--- src/include/cam_track_defines.svh ---
`ifndef CAM_TRACK_DEFINES_SVH
`define CAM_TRACK_DEFINES_SVH

// camera coordinate space
`define CAM_HCOUNT_W 11  // up to 2047 pixels per line
`define CAM_VCOUNT_W 10  // up to 1023 lines per frame

// camera bus and pixel format
`define CAM_BYTE_W   8   // parallel data bus from the sensor
`define PIXEL_W      16  // rgb565, high byte first on the bus
`define CHAN_W       8   // colour field after widening

// threshold stage
`define NUM_CHANNELS 3   // red, green, blue

// centroid accumulators
`define PIX_COUNT_W  21  // masked pixels in one frame
`define XSUM_W       32  // sum of masked hcounts
`define YSUM_W       31  // sum of masked vcounts

`endif

--- src/hw/cam_track_pkg.sv ---
package cam_track_pkg;

    // colour field picked by one threshold unit
    // value doubles as the index into the in-range and enable vectors
    typedef enum logic [1:0] {
        CH_RED   = 2'd0,  // bits 15:11 of rgb565
        CH_GREEN = 2'd1,  // bits 10:5
        CH_BLUE  = 2'd2   // bits 4:0
    } channel_e;

    // serial divider sequencing
    typedef enum logic [1:0] {
        DIV_IDLE = 2'd0,  // waiting for start
        DIV_RUN  = 2'd1,  // one quotient bit per cycle
        DIV_DONE = 2'd2   // quotient ready, done pulse
    } div_state_e;

endpackage

--- src/hw/pixel_stream_if.sv ---
`include "cam_track_defines.svh"

// reconstructed pixel stream, no back-pressure
interface pixel_stream_if;

    logic                     pix_valid;   // one-cycle strobe per pixel
    logic [`PIXEL_W-1:0]      pix_data;    // rgb565
    logic [`CAM_HCOUNT_W-1:0] pix_hcount;  // x of this pixel
    logic [`CAM_VCOUNT_W-1:0] pix_vcount;  // y of this pixel
    logic                     frame_end;   // pulse on vsync rise

    // capture side
    modport source (
        output pix_valid, pix_data, pix_hcount, pix_vcount, frame_end
    );

    // threshold units and centroid stage
    modport sink (
        input pix_valid, pix_data, pix_hcount, pix_vcount, frame_end
    );

endinterface

--- src/hw/cam_pixel_capture.sv ---
`include "cam_track_defines.svh"

module cam_pixel_capture (
    input  logic                   clk_camera,
    input  logic                   recent_reset,
    input  logic                   cam_pclk_i,
    input  logic                   cam_hsync_i,
    input  logic                   cam_vsync_i,
    input  logic [`CAM_BYTE_W-1:0] cam_data_i,
    pixel_stream_if.source         pix_o
);

    // which byte of the rgb565 pair comes next
    typedef enum logic {
        BYTE_HIGH = 1'b0,
        BYTE_LOW  = 1'b1
    } byte_phase_e;

    logic [1:0] pclk_sync;   // [1] is the settled stage
    logic [1:0] hsync_sync;
    logic [1:0] vsync_sync;
    logic [`CAM_BYTE_W-1:0] data_s1;
    logic [`CAM_BYTE_W-1:0] data_s2;  // lines up with pclk_sync[1]

    logic pclk_prev;
    logic hsync_prev;
    logic vsync_prev;
    logic pclk_rise;
    logic hsync_fall;

    byte_phase_e            phase;
    logic [`CAM_BYTE_W-1:0] high_byte;  // held until the low byte arrives
    logic [`CAM_HCOUNT_W-1:0] hcount_cnt;  // x of the next pixel
    logic [`CAM_VCOUNT_W-1:0] vcount_cnt;  // current line

    // two flops on every bus line, data lines carry no reset
    always_ff @(posedge clk_camera) begin
        data_s1 <= cam_data_i;
        data_s2 <= data_s1;
    end

    always_ff @(posedge clk_camera) begin
        if (recent_reset) begin
            pclk_sync  <= '0;
            hsync_sync <= '0;
            vsync_sync <= '0;
            pclk_prev  <= 1'b0;
            hsync_prev <= 1'b0;
            vsync_prev <= 1'b0;
        end else begin
            pclk_sync  <= {pclk_sync[0], cam_pclk_i};
            hsync_sync <= {hsync_sync[0], cam_hsync_i};
            vsync_sync <= {vsync_sync[0], cam_vsync_i};
            pclk_prev  <= pclk_sync[1];
            hsync_prev <= hsync_sync[1];
            vsync_prev <= vsync_sync[1];
        end
    end

    assign pclk_rise  = pclk_sync[1] & ~pclk_prev;
    assign hsync_fall = hsync_prev & ~hsync_sync[1];  // end of line

    // byte pairing and coordinate counters
    always_ff @(posedge clk_camera) begin
        if (recent_reset) begin
            phase           <= BYTE_HIGH;
            hcount_cnt      <= '0;
            vcount_cnt      <= '0;
            pix_o.pix_valid <= 1'b0;
            pix_o.frame_end <= 1'b0;
        end else begin
            pix_o.pix_valid <= 1'b0;
            pix_o.frame_end <= vsync_sync[1] & ~vsync_prev;  // vsync rising edge
            if (!hsync_sync[1]) begin
                phase <= BYTE_HIGH;  // a line always starts on the high byte
            end else if (pclk_rise) begin
                if (phase == BYTE_HIGH) begin
                    phase <= BYTE_LOW;
                end else begin
                    phase            <= BYTE_HIGH;
                    pix_o.pix_valid  <= 1'b1;
                    pix_o.pix_hcount <= hcount_cnt;
                    pix_o.pix_vcount <= vcount_cnt;
                    hcount_cnt       <= hcount_cnt + 1'b1;
                end
            end
            if (hsync_fall) begin
                hcount_cnt <= '0;
                vcount_cnt <= vcount_cnt + 1'b1;
            end
            if (vsync_sync[1]) vcount_cnt <= '0;  // held in blanking
        end
    end

    // payload, no reset
    always_ff @(posedge clk_camera) begin
        if (hsync_sync[1] && pclk_rise) begin
            if (phase == BYTE_HIGH) high_byte <= data_s2;
            else pix_o.pix_data <= {high_byte, data_s2};
        end
    end

    // a pixel only completes on bytes that were sampled inside a line
    a_valid_in_line : assert property (
        @(posedge clk_camera) disable iff (recent_reset)
        $rose(pix_o.pix_valid) |-> $past(cam_hsync_i, 3)
    ) else $error("pix_valid rose for bytes taken outside hsync");

endmodule

--- src/hw/channel_threshold.sv ---
`include "cam_track_defines.svh"

module channel_threshold #(
    parameter cam_track_pkg::channel_e CHANNEL = cam_track_pkg::CH_RED
) (
    input  logic               clk_camera,
    input  logic               recent_reset,
    pixel_stream_if.sink       pix_i,
    input  logic [`CHAN_W-1:0] lower_bound_i,
    input  logic [`CHAN_W-1:0] upper_bound_i,
    output logic               in_range_o
);

    logic [`CHAN_W-1:0] field;  // colour field scaled to 8 bits

    // pick the rgb565 field and pad its low bits with zeros
    always_comb begin
        case (CHANNEL)
            cam_track_pkg::CH_RED:   field = {pix_i.pix_data[15:11], 3'b000};
            cam_track_pkg::CH_GREEN: field = {pix_i.pix_data[10:5], 2'b00};  // six bits
            default:                 field = {pix_i.pix_data[4:0], 3'b000};
        endcase
    end

    // inclusive window, result held until the next pixel
    always_ff @(posedge clk_camera) begin
        if (recent_reset) begin
            in_range_o <= 1'b0;
        end else if (pix_i.pix_valid) begin
            in_range_o <= (field >= lower_bound_i) && (field <= upper_bound_i);
        end
    end

endmodule

--- src/hw/centroid_divider.sv ---
module centroid_divider #(
    parameter int NUM_W = 32,
    parameter int QUO_W = 11
) (
    input  logic             clk_camera,
    input  logic             recent_reset,
    input  logic             start_i,       // ignored unless idle
    input  logic [NUM_W-1:0] numerator_i,
    input  logic [NUM_W-1:0] denominator_i,
    output logic [QUO_W-1:0] quotient_o,
    output logic             done_o
);

    localparam int CNT_W = $clog2(NUM_W);

    cam_track_pkg::div_state_e state;
    logic [CNT_W-1:0] bit_cnt;  // quotient bits still to produce, minus one

    logic [NUM_W-1:0] rem;
    logic [NUM_W-1:0] num_sh;   // numerator shifts out, quotient shifts in
    logic [NUM_W-1:0] den;
    logic [NUM_W:0]   trial;    // partial remainder with next numerator bit
    logic [NUM_W:0]   diff;
    logic             fits;

    always_comb begin
        trial = {rem, num_sh[NUM_W-1]};
        diff  = trial - {1'b0, den};
        fits  = trial >= {1'b0, den};  // restore when it does not fit
    end

    always_ff @(posedge clk_camera) begin
        if (recent_reset) begin
            state   <= cam_track_pkg::DIV_IDLE;
            bit_cnt <= '0;
        end else begin
            case (state)
                cam_track_pkg::DIV_IDLE: begin
                    if (start_i) begin
                        bit_cnt <= CNT_W'(NUM_W - 1);
                        // a zero count goes straight to done with a zero quotient
                        state <= (denominator_i == '0) ? cam_track_pkg::DIV_DONE
                                                       : cam_track_pkg::DIV_RUN;
                    end
                end
                cam_track_pkg::DIV_RUN: begin
                    bit_cnt <= bit_cnt - 1'b1;
                    if (bit_cnt == '0) state <= cam_track_pkg::DIV_DONE;
                end
                default: state <= cam_track_pkg::DIV_IDLE;  // done lasts one cycle
            endcase
        end
    end

    // datapath
    always_ff @(posedge clk_camera) begin
        if (state == cam_track_pkg::DIV_IDLE && start_i) begin
            rem    <= '0;
            den    <= denominator_i;
            num_sh <= (denominator_i == '0) ? '0 : numerator_i;
        end else if (state == cam_track_pkg::DIV_RUN) begin
            rem    <= fits ? diff[NUM_W-1:0] : trial[NUM_W-1:0];
            num_sh <= {num_sh[NUM_W-2:0], fits};
        end
    end

    // mean of coordinates always fits the coordinate width
    assign quotient_o = num_sh[QUO_W-1:0];
    assign done_o     = (state == cam_track_pkg::DIV_DONE);

endmodule

--- src/hw/mask_centroid.sv ---
`include "cam_track_defines.svh"

module mask_centroid (
    input  logic                     clk_camera,
    input  logic                     recent_reset,
    pixel_stream_if.sink             pix_i,
    input  logic [`NUM_CHANNELS-1:0] in_range_i,    // bit index follows channel_e
    input  logic [`NUM_CHANNELS-1:0] channel_en_i,
    output logic                     mask_valid_o,
    output logic                     mask_o,
    output logic [`CAM_HCOUNT_W-1:0] com_x_o,
    output logic [`CAM_VCOUNT_W-1:0] com_y_o,
    output logic                     com_valid_o
);

    // stream delayed one cycle to meet the registered in-range bits
    logic                     valid_d;
    logic                     frame_end_d;
    logic [`CAM_HCOUNT_W-1:0] hcount_d;
    logic [`CAM_VCOUNT_W-1:0] vcount_d;

    logic [`XSUM_W-1:0]      x_sum;
    logic [`YSUM_W-1:0]      y_sum;
    logic [`PIX_COUNT_W-1:0] pix_count;
    logic [`XSUM_W-1:0]      den_x;  // count widened per divider
    logic [`YSUM_W-1:0]      den_y;

    logic                     start;
    logic                     busy;       // a division is in flight
    logic                     x_seen;     // x divider already reported
    logic                     y_seen;
    logic                     x_done;
    logic                     y_done;
    logic                     all_done;
    logic [`CAM_HCOUNT_W-1:0] quo_x;
    logic [`CAM_VCOUNT_W-1:0] quo_y;

    always_ff @(posedge clk_camera) begin
        if (recent_reset) begin
            valid_d     <= 1'b0;
            frame_end_d <= 1'b0;
        end else begin
            valid_d     <= pix_i.pix_valid;
            frame_end_d <= pix_i.frame_end;
        end
    end

    always_ff @(posedge clk_camera) begin
        hcount_d <= pix_i.pix_hcount;  // coordinates need no reset
        vcount_d <= pix_i.pix_vcount;
    end

    // all enabled channels in range; nothing enabled means no mask
    assign mask_o       = (|channel_en_i) & (&(in_range_i | ~channel_en_i));
    assign mask_valid_o = valid_d;

    assign start    = frame_end_d & ~busy;
    assign den_x    = {{(`XSUM_W - `PIX_COUNT_W){1'b0}}, pix_count};
    assign den_y    = {{(`YSUM_W - `PIX_COUNT_W){1'b0}}, pix_count};
    assign all_done = busy & (x_seen | x_done) & (y_seen | y_done);

    // accumulators, cleared at every frame end even when the frame is dropped
    always_ff @(posedge clk_camera) begin
        if (recent_reset || frame_end_d) begin
            x_sum     <= '0;
            y_sum     <= '0;
            pix_count <= '0;
        end else if (valid_d && mask_o) begin
            x_sum     <= x_sum + hcount_d;
            y_sum     <= y_sum + vcount_d;
            pix_count <= pix_count + 1'b1;
        end
    end

    // wait for both quotients, the y divider is one bit shorter
    always_ff @(posedge clk_camera) begin
        if (recent_reset) begin
            busy        <= 1'b0;
            x_seen      <= 1'b0;
            y_seen      <= 1'b0;
            com_valid_o <= 1'b0;
        end else begin
            com_valid_o <= all_done;
            if (start) begin
                busy   <= 1'b1;
                x_seen <= 1'b0;
                y_seen <= 1'b0;
            end else if (all_done) begin
                busy <= 1'b0;
            end else begin
                x_seen <= x_seen | x_done;
                y_seen <= y_seen | y_done;
            end
        end
    end

    always_ff @(posedge clk_camera) begin
        if (all_done) begin
            com_x_o <= quo_x;  // held until the next frame's result
            com_y_o <= quo_y;
        end
    end

    centroid_divider #(
        .NUM_W(`XSUM_W),
        .QUO_W(`CAM_HCOUNT_W)
    ) div_x (
        .clk_camera   (clk_camera),
        .recent_reset (recent_reset),
        .start_i      (start),
        .numerator_i  (x_sum),
        .denominator_i(den_x),
        .quotient_o   (quo_x),
        .done_o       (x_done)
    );

    centroid_divider #(
        .NUM_W(`YSUM_W),
        .QUO_W(`CAM_VCOUNT_W)
    ) div_y (
        .clk_camera   (clk_camera),
        .recent_reset (recent_reset),
        .start_i      (start),
        .numerator_i  (y_sum),
        .denominator_i(den_y),
        .quotient_o   (quo_y),
        .done_o       (y_done)
    );

    // the camera cannot wait, a frame end during a division loses that frame
    a_no_frame_end_busy : assert property (
        @(posedge clk_camera) disable iff (recent_reset)
        frame_end_d |-> !busy
    ) else $error("frame end dropped while centroid division still running");

endmodule

--- src/hw/cam_centroid_top.sv ---
`include "cam_track_defines.svh"

module cam_centroid_top (
    input  logic                     clk_camera,
    input  logic                     recent_reset,
    // camera bus
    input  logic                     cam_pclk_i,
    input  logic                     cam_hsync_i,
    input  logic                     cam_vsync_i,
    input  logic [`CAM_BYTE_W-1:0]   cam_data_i,
    // threshold window, shared by all channels
    input  logic [`CHAN_W-1:0]       lower_bound_i,
    input  logic [`CHAN_W-1:0]       upper_bound_i,
    input  logic [`NUM_CHANNELS-1:0] channel_en_i,  // [0] red, [1] green, [2] blue
    // results
    output logic                     mask_valid_o,
    output logic                     mask_o,
    output logic [`CAM_HCOUNT_W-1:0] com_x_o,
    output logic [`CAM_VCOUNT_W-1:0] com_y_o,
    output logic                     com_valid_o
);

    pixel_stream_if pix_if ();

    logic [`NUM_CHANNELS-1:0] in_range;

    cam_pixel_capture capture (
        .clk_camera  (clk_camera),
        .recent_reset(recent_reset),
        .cam_pclk_i  (cam_pclk_i),
        .cam_hsync_i (cam_hsync_i),
        .cam_vsync_i (cam_vsync_i),
        .cam_data_i  (cam_data_i),
        .pix_o       (pix_if)
    );

    // one unit per rgb field, all fed the same pixel
    for (genvar i = 0; i < `NUM_CHANNELS; i++) begin : g_chan
        channel_threshold #(
            .CHANNEL(cam_track_pkg::channel_e'(i))
        ) thresh (
            .clk_camera   (clk_camera),
            .recent_reset (recent_reset),
            .pix_i        (pix_if),
            .lower_bound_i(lower_bound_i),
            .upper_bound_i(upper_bound_i),
            .in_range_o   (in_range[i])
        );
    end

    mask_centroid centroid (
        .clk_camera  (clk_camera),
        .recent_reset(recent_reset),
        .pix_i       (pix_if),
        .in_range_i  (in_range),
        .channel_en_i(channel_en_i),
        .mask_valid_o(mask_valid_o),
        .mask_o      (mask_o),
        .com_x_o     (com_x_o),
        .com_y_o     (com_y_o),
        .com_valid_o (com_valid_o)
    );

endmodule

--- config.mk ---
export PLATFORM = sky130hd
export DESIGN_NAME = cam_centroid_top
export DESIGN_NICKNAME = d
export VERILOG_FILES = /design/src/hw/cam_track_pkg.sv /design/src/hw/pixel_stream_if.sv /design/src/hw/cam_pixel_capture.sv /design/src/hw/channel_threshold.sv /design/src/hw/centroid_divider.sv /design/src/hw/mask_centroid.sv /design/src/hw/cam_centroid_top.sv
export VERILOG_INCLUDE_DIRS = /design/src /design/src/include
export SDC_FILE = /design/constraint.sdc
export NUM_CORES = 1
export LEC_CHECK = 0
export BUFFER_PORTS_ARGS = -buffer_cell sky130_fd_sc_hd__buf_2
export CORE_UTILIZATION = 50
export CTS_CLUSTER_SIZE = 10
export DETAILED_ROUTE_END_ITERATION = 8
export PLACE_DENSITY_LB_ADDON = 0.08
export SYNTH_ARGS = -nofsm -noshare
export SYNTH_HDL_FRONTEND = slang
export SYNTH_SLANG_ARGS = --single-unit
--- constraint.sdc ---
create_clock -name clk_camera -period 6.3 [get_ports clk_camera]
set_input_delay 0.315 -clock clk_camera [delete_from_list [all_inputs] [get_ports clk_camera]]
set_output_delay 0.315 -clock clk_camera [all_outputs]
set_load 0.005 [all_outputs]
Yosys cells after proc, flatten, opt, wreduce, memory -nomap -nowiden
Cells that the tools add are included.

Input bits: 32. Register bits: 411.

Equal/unequal tests: 8. Mux-type cells: 24. $lt $le $gt $ge: 8. Reduce and logical (&&, ||, !) cells: 34. Add/subtract/negate cells: 9. Bitwise gates (word level): 18.

Operators with widths (number): two-way mux 32 bit (4); two-way mux 31 bit (4); >= comparator 33 x 21 -> 1 bit (1); adder 32 x 11 -> 32 bit (1); >= comparator 32 x 21 -> 1 bit (1); logical NOT 32 bit (1); subtractor 32 x 21 -> 32 bit (1); adder 31 x 10 -> 31 bit (1); logical NOT 31 bit (1); subtractor 31 x 21 -> 31 bit (1); >= comparator 8 bit (3); less-or-equal comparator 8 bit (3); adder 21 x 1 -> 21 bit, second input constant (1); case mux 5 bit (2 select lines) (2); two-way mux 2 bit (6); AND reduction 2 bit (6); adder 11 x 1 -> 11 bit, second input constant (1); adder 10 x 1 -> 10 bit, second input constant (1); logical NOT 5 bit (2); two-way mux 5 bit (2); nonzero test 2 bit (5); subtractor 5 x 1 -> 5 bit, second input constant (2); case mux 2 bit (2 select lines) (2); OR reduction 2 bit (4); 16 further kinds (45).

Logic depth before layout (Yosys ltp)
Gate-level depths: netlist of the first run.

Word-level depth: 6. Gate-level depth with buffers: 14.

Modules after synthesis
A second synthesis of the first run with hierarchy kept.

Cell total of the unflattened synthesis: 2239. Area, all modules: 21506.9 sq um.

By module, submodules not included: centroid_divider (centroid.div_x) (instances 1, area an instance 5885.6 sq um, cells each 649); mask_centroid (instances 1, area an instance 5845.6 sq um, cells each 631); centroid_divider (centroid.div_y) (instances 1, area an instance 5768.0 sq um, cells each 628); cam_pixel_capture (instances 1, area an instance 3035.4 sq um, cells each 208); channel_threshold (g_chan[0].thresh ...) (instances 2, area an instance 317.8 sq um, cells each 39); channel_threshold (g_chan[1].thresh) (instances 1, area an instance 336.6 sq um, cells each 45).

Worst setup path after synthesis of the first run
No wires, ideal clock.

Path type: register to register. From: register centroid.div_x.num_sh[31]. To: register centroid.div_x.rem[30]. Required time: 6.178 ns. Setup slack: 3.185 ns. Arrival: 2.993 ns. Setup time: 0.122 ns. Stages on the path, launching flop included: 13. Cells stage by stage: edfxtp_1 -> inv_1 -> ha_1 -> fa_1 -> nor2b_4 -> o31a_1 -> o311a_4 -> a2111oi_4 -> nor2_2 -> a2111o_1 -> nor4b_4 -> mux2i_1 -> nand3_1.

Word-level cells in the longest chain between the ends: 2.

Ends and longest elaborated chain: start, declared (RTL line centroid_divider.sv:20) `logic [NUM_W-1:0] num_sh;`; start signal, assigned (RTL line centroid_divider.sv:60) `num_sh <= (denominator_i == '0) ? '0 : numerator_i;`; start signal, assigned (RTL line centroid_divider.sv:63) `num_sh <= {num_sh[NUM_W-2:0], fits};`; subtractor 32 x 21 -> 32 bit / >= comparator 33 x 21 -> 1 bit (equally long branches) (RTL line centroid_divider.sv:28, centroid_divider.sv:29); two-way mux 32 bit * (RTL line centroid_divider.sv:62) `rem <= fits ? diff[NUM_W-1:0] : trial[NUM_W-1:0];`; end signal, assigned (RTL line centroid_divider.sv:62); end, declared (RTL line centroid_divider.sv:19) `logic [NUM_W-1:0] rem;`.

Every way passes the cells marked *; elsewhere a longest branch is shown, timed or not. A chain may end at the register's enable or synchronous reset.

Final worst setup path of the first run
From: register centroid.div_y.num_sh[30]. To: register centroid.div_y.rem[25].

Word-level cells in the longest chain between the ends: 2.

Ends and longest elaborated chain (RTL line): start, declared (centroid_divider.sv:20); start signal, assigned (centroid_divider.sv:60); start signal, assigned (centroid_divider.sv:63); subtractor 31 x 21 -> 31 bit / >= comparator 32 x 21 -> 1 bit (equally long branches) (centroid_divider.sv:28, centroid_divider.sv:29); two-way mux 31 bit * (centroid_divider.sv:62); end signal, assigned (centroid_divider.sv:62); end, declared (centroid_divider.sv:19).

Marks and branches as above.

==> results of run 1 <==
-- sequential cells by signal, indices dropped and copies added, names as in the netlist, 11 cells and up --
| name | flops |
|---|---|
| capture.hcount_cnt | 11 |
| capture.pix_o.pix_data | 16 |
| capture.pix_o.pix_hcount | 11 |
| centroid.com_x_o | 11 |
| centroid.div_x.den | 21 |
| centroid.div_x.num_sh | 32 |
| centroid.div_x.rem | 32 |
| centroid.div_y.den | 21 |
| centroid.div_y.num_sh | 31 |
| centroid.div_y.rem | 31 |
| centroid.hcount_d | 11 |
| centroid.pix_count | 21 |
| centroid.x_sum | 32 |
| centroid.y_sum | 31 |
-- worst paths after layout --
| path | start | to | depth (start not counted) |
|---|---|---|---|
| worst max-delay path | centroid.div_y.num_sh[30]$_DFFE_PP_ | centroid.div_y.rem[25]$_SDFFE_PP0P_ | 13 |
| worst min-delay path | recent_reset | capture.hsync_sync[0]$_SDFF_PP0_ | 2 |
| worst max register to register | centroid.div_y.num_sh[30]$_DFFE_PP_ | centroid.div_y.rem[25]$_SDFFE_PP0P_ | 13 |
| worst min register to register | capture.data_s1[5]$_DFF_P_ | capture.data_s2[5]$_DFF_P_ | 0 |
-- final cells by class --
cell class                 count  area [um2]  share of cell area, %
clock inverter                 3        55.1                  0.257
clock buffer                  84        1340                   6.23
timing repair buffer          85         528                   2.46
inverter                      89         334                   1.56
sequential                   411        9940                   46.3
multi-input combinational   1401        8620                   40.2
tap                          511         639                   2.98
-- power by group through the flow --
| stage | sequential, W | clock [W] | combinational (W) |
|---|---|---|---|
| 2_1_floorplan | 0.00289 | 0 | 0.000487 |
| 3_3_place_gp | 0.00290 | 0 | 0.000596 |
| 3_5_place_dp | 0.00290 | 0 | 0.000602 |
| 4_1_cts | 0.00285 | 0.00256 | 0.000610 |
| 5_1_grt | 0.00285 | 0.00267 | 0.000688 |
| 6_report | 0.00285 | 0.00249 | 0.000611 |
-- cells in the final DEF, fill, tap and decap left out, drive strengths merged, types with 5 or more instances in the layout --
| cell type | n |
|---|---|
| o21ai | 173 |
| a21o | 37 |
| mux2i | 10 |
| o31ai | 10 |
| xor2 | 58 |
| o21a | 5 |
| edfxtp | 171 |
| o211ai | 9 |
| ha | 103 |
| nor3b | 6 |
| nand3 | 45 |
| nand2 | 278 |
| inv | 88 |
| a32oi | 5 |
| a2111oi | 6 |
| dfxtp | 240 |
| nor4 | 18 |
| a21oi | 123 |
| and3 | 21 |
| a221oi | 6 |
| nor2 | 168 |
| nor3 | 41 |
| o31a | 5 |
| or2 | 8 |
| nand2b | 18 |
| a31oi | 14 |
| or3 | 25 |
| nor2b | 39 |
| dlygate4sd3 | 11 |
| a22o | 8 |
| and2 | 7 |
| and4 | 7 |
| nor4b | 6 |
| clkbuf | 84 |
| xnor2 | 70 |
| buf | 74 |
| a211oi | 11 |
| nand4 | 19 |
-- logic make-up after synthesis --
group	Yosys count	share of synthesized area, %
XOR/XNOR	128	5.84
buffers and inverters	172	3.38
flip-flops	411	51.8
AND/OR/NAND/NOR	711	17.2
multiplexers	10	0.522
AO/OA/AOI/OAI	445	14.1
adder cells (fa/ha/maj)	107	7.13
-- routing by layer --
metal,global-route usage (%),vias up
met4,7.15,0
met3,3.13,58
met2,35.9,159
met5,0,-
met1,26.4,6595
li1,-,7113
-- what timing repair did --
action                     CTS  global route
setup endpoints to repair    0             0
buffers inserted             0             0
hold endpoints to repair    11             0
hold buffers                11             0
-- metrics by stage --
step | hold slack (ns) | total power [W] | worst slack (ns) | cell area, um2 | instances
finish | 0.0990 | 0.00595 | 2.89 | 21500 | 2584
floorplan | 0.310 | 0.00338 | 3.18 | 19200 | 1984
global route | 0.107 | 0.00621 | 2.37 | 21500 | 2584
detailed placement | 0.312 | 0.00351 | 2.84 | 20000 | 2486
global placement | 0.310 | 0.00350 | 2.96 | 20000 | 2486
CTS | 0.0749 | 0.00602 | 2.85 | 21500 | 2584
-- critical path, cell delays in order, from the launching register on --
cell and delay (ns):
edfxtp_1 0.40, inv_1 0.08, ha_1 0.16, inv_1 0.05
fa_1 0.41, a211oi_1 0.24, o21ai_0 0.22, o21ai_0 0.28
a21oi_1 0.14, nor2_2 0.62, nor2_1 0.13, o21ai_1 0.26
mux2i_1 0.22, o21ai_0 0.08
==> qor.log, run 1 <==
INFO  pwr            ir_worst_vdd=224uV
INFO  pwr            power_report.internal_total=0.00450W
INFO  pwr            p_per_area=277nW/um2
INFO  pwr            clkPwrFrac=41.8%
INFO  timing         relative_slew_slack=30.2%
INFO  synthesis      synth.ff_latch_count=411
INFO  die            std_cell_rows=71
INFO  timing         timing.clock.skew=0.00826ns
INFO  setup_path     worst-setup-path-type=register to register
INFO  synthesis      async_reset_ff_share=0%
INFO  global_routing grt-ovfl-total=0
INFO  clock_tree     post_cts_resized=0
INFO  pwr            comb_power_share=10.3%
INFO  synthesis      synth.yosys.warnings=0
INFO  finish         layout.nets=2174
INFO  timing         rsz0062_at_grt=false
INFO  clock_tree     cts_made_buffers=47
INFO  pwr            static-leakage-power=8.31nW
INFO  synthesis      yosysMostFrequentCell=nand2_1
INFO  die            total_core_area=37800um2
INFO  drt            number_of_detailed_route_iterations_in_the_first_pass=5
INFO  global_routing track_usage=20.7%
INFO  drt            dr_wl_met2=19000um
INFO  setup_path     cp-start-kind=register
INFO  clock_tree     clk_latency_worst_skew_pair=0.58ns
INFO  finish         num_antenna_cells=0
INFO  drt            routed-via-count=13925
INFO  clock_tree     cts_root_buffer=clkbuf_16
INFO  synthesis      netlist_top_cells_area=edfxtp_1 27%, dfxtp_1 25%, ha_1 6.7%, nand2_1 5.4%, o21ai_0 3.7%
INFO  die            die_width=198um
INFO  drt            drt_iter0_drc=723
INFO  clock_tree     path_clk_slew=0.06ns
INFO  clock_tree     cts.htree.levels=2
INFO  synthesis      yosys-top-cells-count=278 x nand2_1, 240 x dfxtp_1, 171 x edfxtp_1
INFO  global_routing grt_pass1_wl=65700um
INFO  synthesis      postSynthNetCount=2123
INFO  setup_path     cp.arrival=3.86ns
INFO  timing         report.final.setup_viol=0
INFO  finish         final_core_utilization=56.8%
INFO  die            dieArea=39200um2
INFO  placement      i_o_buffers=55
INFO  synthesis      synth_largest_area_cell=edfxtp_1
INFO  drt            ant_nets=0
INFO  pwr            switching_power=0.00144W
INFO  synthesis      synth.distinct_cells=70
INFO  synthesis      postSynthAreaPerCell=9.67um2
INFO  drt            wl_met1=18400um
INFO  timing         fmax=293MHz
INFO  die            ios=56
INFO  die            chipHeight=198um
INFO  setup_path     largest_fanout_on_the_critical_path=21
INFO  setup_path     wp_data_required=6.75ns
INFO  timing         slew_violations=0
INFO  placement      gp_routability_congestion=0.874
INFO  finish         layout_cells_sized_above_1=6.85%
INFO  clock_tree     tritoncts=built
INFO  clock_tree     clock_path_buffers=3
INFO  global_routing maximum_number_of_pins_on_one_net_before_global_route_repair=66
INFO  drt            wl_per_cell=15.3um
INFO  setup_path     cp-end-kind=register
INFO  drt            vias_per_cell=5.39
INFO  timing         fin_crit=3.41ns
INFO  job            timing.max_cap.violations=0
INFO  pwr            part_of_the_total_power_dissipated_in_sequential_elements=47.9%
INFO  timing         post-route-period-util=54.1%
INFO  timing         finalSetupTns=0ns
INFO  die            floorplan.initialDensity=50.8%
INFO  finish         layout.filler_cells=3354
INFO  synthesis      synth-edff-count=171
INFO  finish         area_growth_synth_to_finish=11.8%
INFO  synthesis      dominantRegCellSynth=dfxtp_1
INFO  synthesis      synthCells=1984
INFO  clock_tree     clock-sinks=411
INFO  setup_path     worst-r2r-setup-slack=2.89ns
INFO  drt            totalWireLength=39500um
INFO  status         run_status=complete, no violations
INFO  global_routing initial_antenna_violation_count=1
INFO  min_path       min_path_type=input port to register
INFO  synthesis      netlist_area=19200um2
INFO  timing         hold_viol=0
INFO  drt            met3_wirelength=1220um
INFO  drt            routed.top_layer=met4
INFO  synthesis      synth_largest_type_area_fraction=26.8%
INFO  drt            post_detailed_route_drc_marker_count=0
INFO  synthesis      yosysSeqAreaShare=51.8%
INFO  global_routing number_of_global_route_vias_before_repair=13492
INFO  timing         timing_worst_slew_pin_value=1.04ns
INFO  placement      hpwlAfterDp=27100um
INFO  pwr            switching_share=24.3%
Power figures use the tool's default switching activity.
==> run 2, diff against run 1 <==
Clock period 6.3 ns to 3.4 ns, I/O delays scaled along.
==> run 2 against run 1 <==
Net effect:
- register-to-register slack got worse by 2.7 ns
- sequential share of layout area fell by 0.41 points
- critical path depth fell by 1
- design area rose by 0.89%
- combinational power rose by 87%
- via count rose by 0.58%
- highest routed layer unchanged
==> qor.log, run 2 (synthesis results as in run 1) <==
INFO  status         run_status=complete, no violations [unchanged]
INFO  pwr            ir_worst_vdd=507uV [was 224 uV]
INFO  global_routing grt-ovfl-total=0 [unchanged]
INFO  timing         hold-worst-slack=0.0562ns [was 0.0990 ns]
INFO  global_routing grt_pass1_wl=67200um [was 65700 um]
INFO  placement      postPlaceCellArea=20100um2 [was 20000 um2]
INFO  clock_tree     tritoncts=built [unchanged]
INFO  drt            post_detailed_route_drc_marker_count=0 [unchanged]
INFO  clock_tree     cts_made_buffers=49 [was 47]
INFO  setup_path     cp-start-kind=register [unchanged]
INFO  finish         area_growth_synth_to_finish=12.8% [was 11.8%]
INFO  timing         report.final.setup_viol=0 [unchanged]
INFO  global_routing track_usage=21.2% [was 20.7%]
INFO  drt            drt_iter0_drc=680 [was 723]
INFO  die            dieArea=39200um2 [unchanged]
INFO  setup_path     cp.arrival=3.69ns [was 3.86 ns]
INFO  pwr            part_of_the_total_power_dissipated_in_sequential_elements=47.0% [was 47.9%]
INFO  finish         area.sequential=9940um2 [unchanged]
INFO  pwr            power_report.internal_total=0.00851W [was 0.00450 W]
INFO  placement      numPlacedInstances=2499 [was 2486]
INFO  min_path       min_path_type=input port to register [unchanged]
INFO  drt            wl_per_cell=15.4um [was 15.3 um]
INFO  setup_path     wp_data_required=3.87ns [was 6.75 ns]
INFO  finish         final_cell_area_excluding_filler_cells=21600um2 [was 21500 um2]
INFO  die            std_cell_rows=71 [unchanged]
INFO  pwr            static-leakage-power=8.43nW [was 8.31 nW]
INFO  setup_path     cp_slowest_cell=a2111o_1 [was nor2_2]
INFO  timing         timing.clock.skew=0.0194ns [was 0.00826 ns]
INFO  die            total_core_area=37800um2 [unchanged]
INFO  clock_tree     path_clk_slew=0.05ns [was 0.06 ns]
INFO  pwr            switching_power=0.00273W [was 0.00144 W]
INFO  die            floorplan.initialDensity=50.8% [unchanged]
INFO  die            chipHeight=198um [unchanged]
INFO  drt            totalWireLength=39900um [was 39500 um]
INFO  setup_path     cp-end-kind=register [unchanged]
INFO  setup_path     worst-r2r-setup-slack=0.17ns [was 2.89 ns]
INFO  setup_path     largest_fanout_on_the_critical_path=5 [was 21]
INFO  setup_path     critical_path.cell_chain=inv_1 > ha_1 > fa_2 > nor2b_4 > o31a_1 > o311a_4 > a2111oi_4 > nor2_2 > a2111o_1 > nor4b_4 > mux2i_1 > nand3_1 [was inv_1 > ha_1 > inv_1 > fa_1 > a211oi_1 > o21ai_0 > o21ai_0 > a21oi_1 > nor2_2 > nor2_1 > o21ai_1 > mux2i_1 > o21ai_0]
INFO  timing         slew_violations=0 [unchanged]
INFO  timing         relative_slew_slack=31.7% [was 30.2%]
INFO  global_routing number_of_global_route_vias_before_repair=13720 [was 13492]
INFO  drt            vias_per_cell=5.39 [about the same]
INFO  timing         fin_crit=3.23ns [was 3.41 ns]
INFO  finish         layout.nets=2189 [was 2174]
INFO  die            die_width=198um [unchanged]
INFO  finish         layout_cells_sized_above_1=7.85% [was 6.85%]
INFO  clock_tree     clock-sinks=411 [unchanged]
INFO  finish         final_core_utilization=57.3% [was 56.8%]
INFO  finish         instances_no_fill=2600 [was 2584]
INFO  timing         rsz0062_at_grt=true [was false]
INFO  placement      i_o_buffers=55 [unchanged]
INFO  global_routing initial_antenna_violation_count=0 [was 1]
INFO  finish         largest_registers=centroid.div_x.num_sh x32, centroid.div_x.rem x32, centroid.x_sum x32 [unchanged]
INFO  job            timing.max_cap.violations=0 [unchanged]
INFO  placement      gp_routability_congestion=0.885 [was 0.874]
INFO  finish         commonest_non_fill_non_tap_cell_in_the_layout=nand2_1 [unchanged]
INFO  clock_tree     cts_root_buffer=clkbuf_16 [unchanged]
INFO  timing         hold_viol=0 [unchanged]
INFO  finish         multi_input_comb_area=8620um2 [about the same]
INFO  pwr            comb_power_share=10.2% [was 10.3%]
INFO  pwr            switching_share=24.3% [about the same]
INFO  finish         layout.filler_cells=3371 [was 3354]
INFO  pwr            clkPwrFrac=42.8% [was 41.8%]
INFO  finish         layout_common_cells=278 x nand2_1, 240 x dfxtp_1, 171 x edfxtp_1 [unchanged]
INFO  drt            number_of_detailed_route_iterations_in_the_first_pass=5 [unchanged]
INFO  timing         fmax=310MHz [was 293 MHz]
INFO  clock_tree     clock_path_buffers=3 [unchanged]
INFO  placement      hpwlAfterDp=27800um [was 27100 um]
INFO  clock_tree     clk_latency_worst_skew_pair=0.59ns [was 0.58 ns]
INFO  timing         timing_worst_slew_pin_value=1.02ns [was 1.04 ns]
INFO  setup_path     worst-setup-path-type=register to register [unchanged]
INFO  clock_tree     cts.htree.levels=2 [unchanged]
INFO  timing         post-route-period-util=94.9% [was 54.1%]
INFO  drt            routed-via-count=14006 [was 13925]
INFO  global_routing maximum_number_of_pins_on_one_net_before_global_route_repair=54 [was 66]
INFO  drt            ant_nets=0 [unchanged]
INFO  setup_path     cpPeakStageDelay=0.44ns [was 0.62 ns]
INFO  pwr            p_per_area=519nW/um2 [was 277 nW/um2]
INFO  die            ios=56 [unchanged]
==> run 2: layer usage <==
layer | share of wire [%] | up-vias | track usage (%)
met5 | 0 | - | 0
met4 | 2.4 | 0 | 7.06
met3 | 3.8 | 63 | 3.49
met2 | 47 | 180 | 36.1
met1 | 47 | 6615 | 27.2
li1 | - | 7148 | -
==> run 2: cell type report <==
| type | count | area share (%) |
|---|---|---|
| diodes | 1 | 0.0116 |
| clock buffers | 84 | 6.50 |
| clock inverters | 5 | 0.272 |
| inverters | 89 | 1.54 |
| multi-input cells | 1401 | 39.8 |
| flip-flops and latches | 411 | 45.9 |
| well taps | 511 | 2.95 |
| repair buffers | 98 | 2.95 |
==> run 2: critical path, delay by kind of cell, from the launching register on <==
kind | cells | cell delay (ns)
AO/OA/AOI/OAI | 4 | 1.49
buffers and inverters | 1 | 0.07
multiplexers | 1 | 0.22
flip-flops | 1 | 0.39
AND/OR/NAND/NOR | 4 | 0.52
adder cells (fa/ha/maj) | 2 | 0.42
==> run 2: power by group through the flow <==
stage	clock network, W	registers (W)	logic (W)
after floorplan	0	0.00536	0.000903
after global placement	0	0.00538	0.00111
after detailed placement	0	0.00538	0.00112
after CTS	0.00495	0.00528	0.00114
after global routing	0.00513	0.00529	0.00130
final	0.00481	0.00528	0.00114
==> run 2: final timing paths <==
path | start | end | cells after the start
min | recent_reset | centroid.div_x.state[0]$_SDFFE_PP0P_ | 2
max | centroid.div_x.num_sh[31]$_DFFE_PP_ | centroid.div_x.rem[30]$_SDFFE_PP0P_ | 12
max reg2reg | centroid.div_x.num_sh[31]$_DFFE_PP_ | centroid.div_x.rem[30]$_SDFFE_PP0P_ | 12
min reg2reg | capture.data_s1[0]$_DFF_P_ | capture.data_s2[0]$_DFF_P_ | 0
==> run 2: what timing repair did <==
action                                 in CTS  in global routing
hold buffers                               11                  0
setup buffers                               0                  0
endpoints found under the hold margin      11                  0
resized for setup                           0                  2
setup endpoints to repair                   0                  4
==> run 2: metrics by stage <==
step / setup WS (ns) / total power [W] / setup TNS, ns
final: 0.174 / 0.0112 / 0
after detailed placement: 0.128 / 0.00651 / 0
after floorplan: 0.285 / 0.00626 / 0
after global routing: -0.00253 / 0.0117 / -0.00253
after CTS: 0.119 / 0.0114 / 0
after global placement: 0.186 / 0.00649 / 0
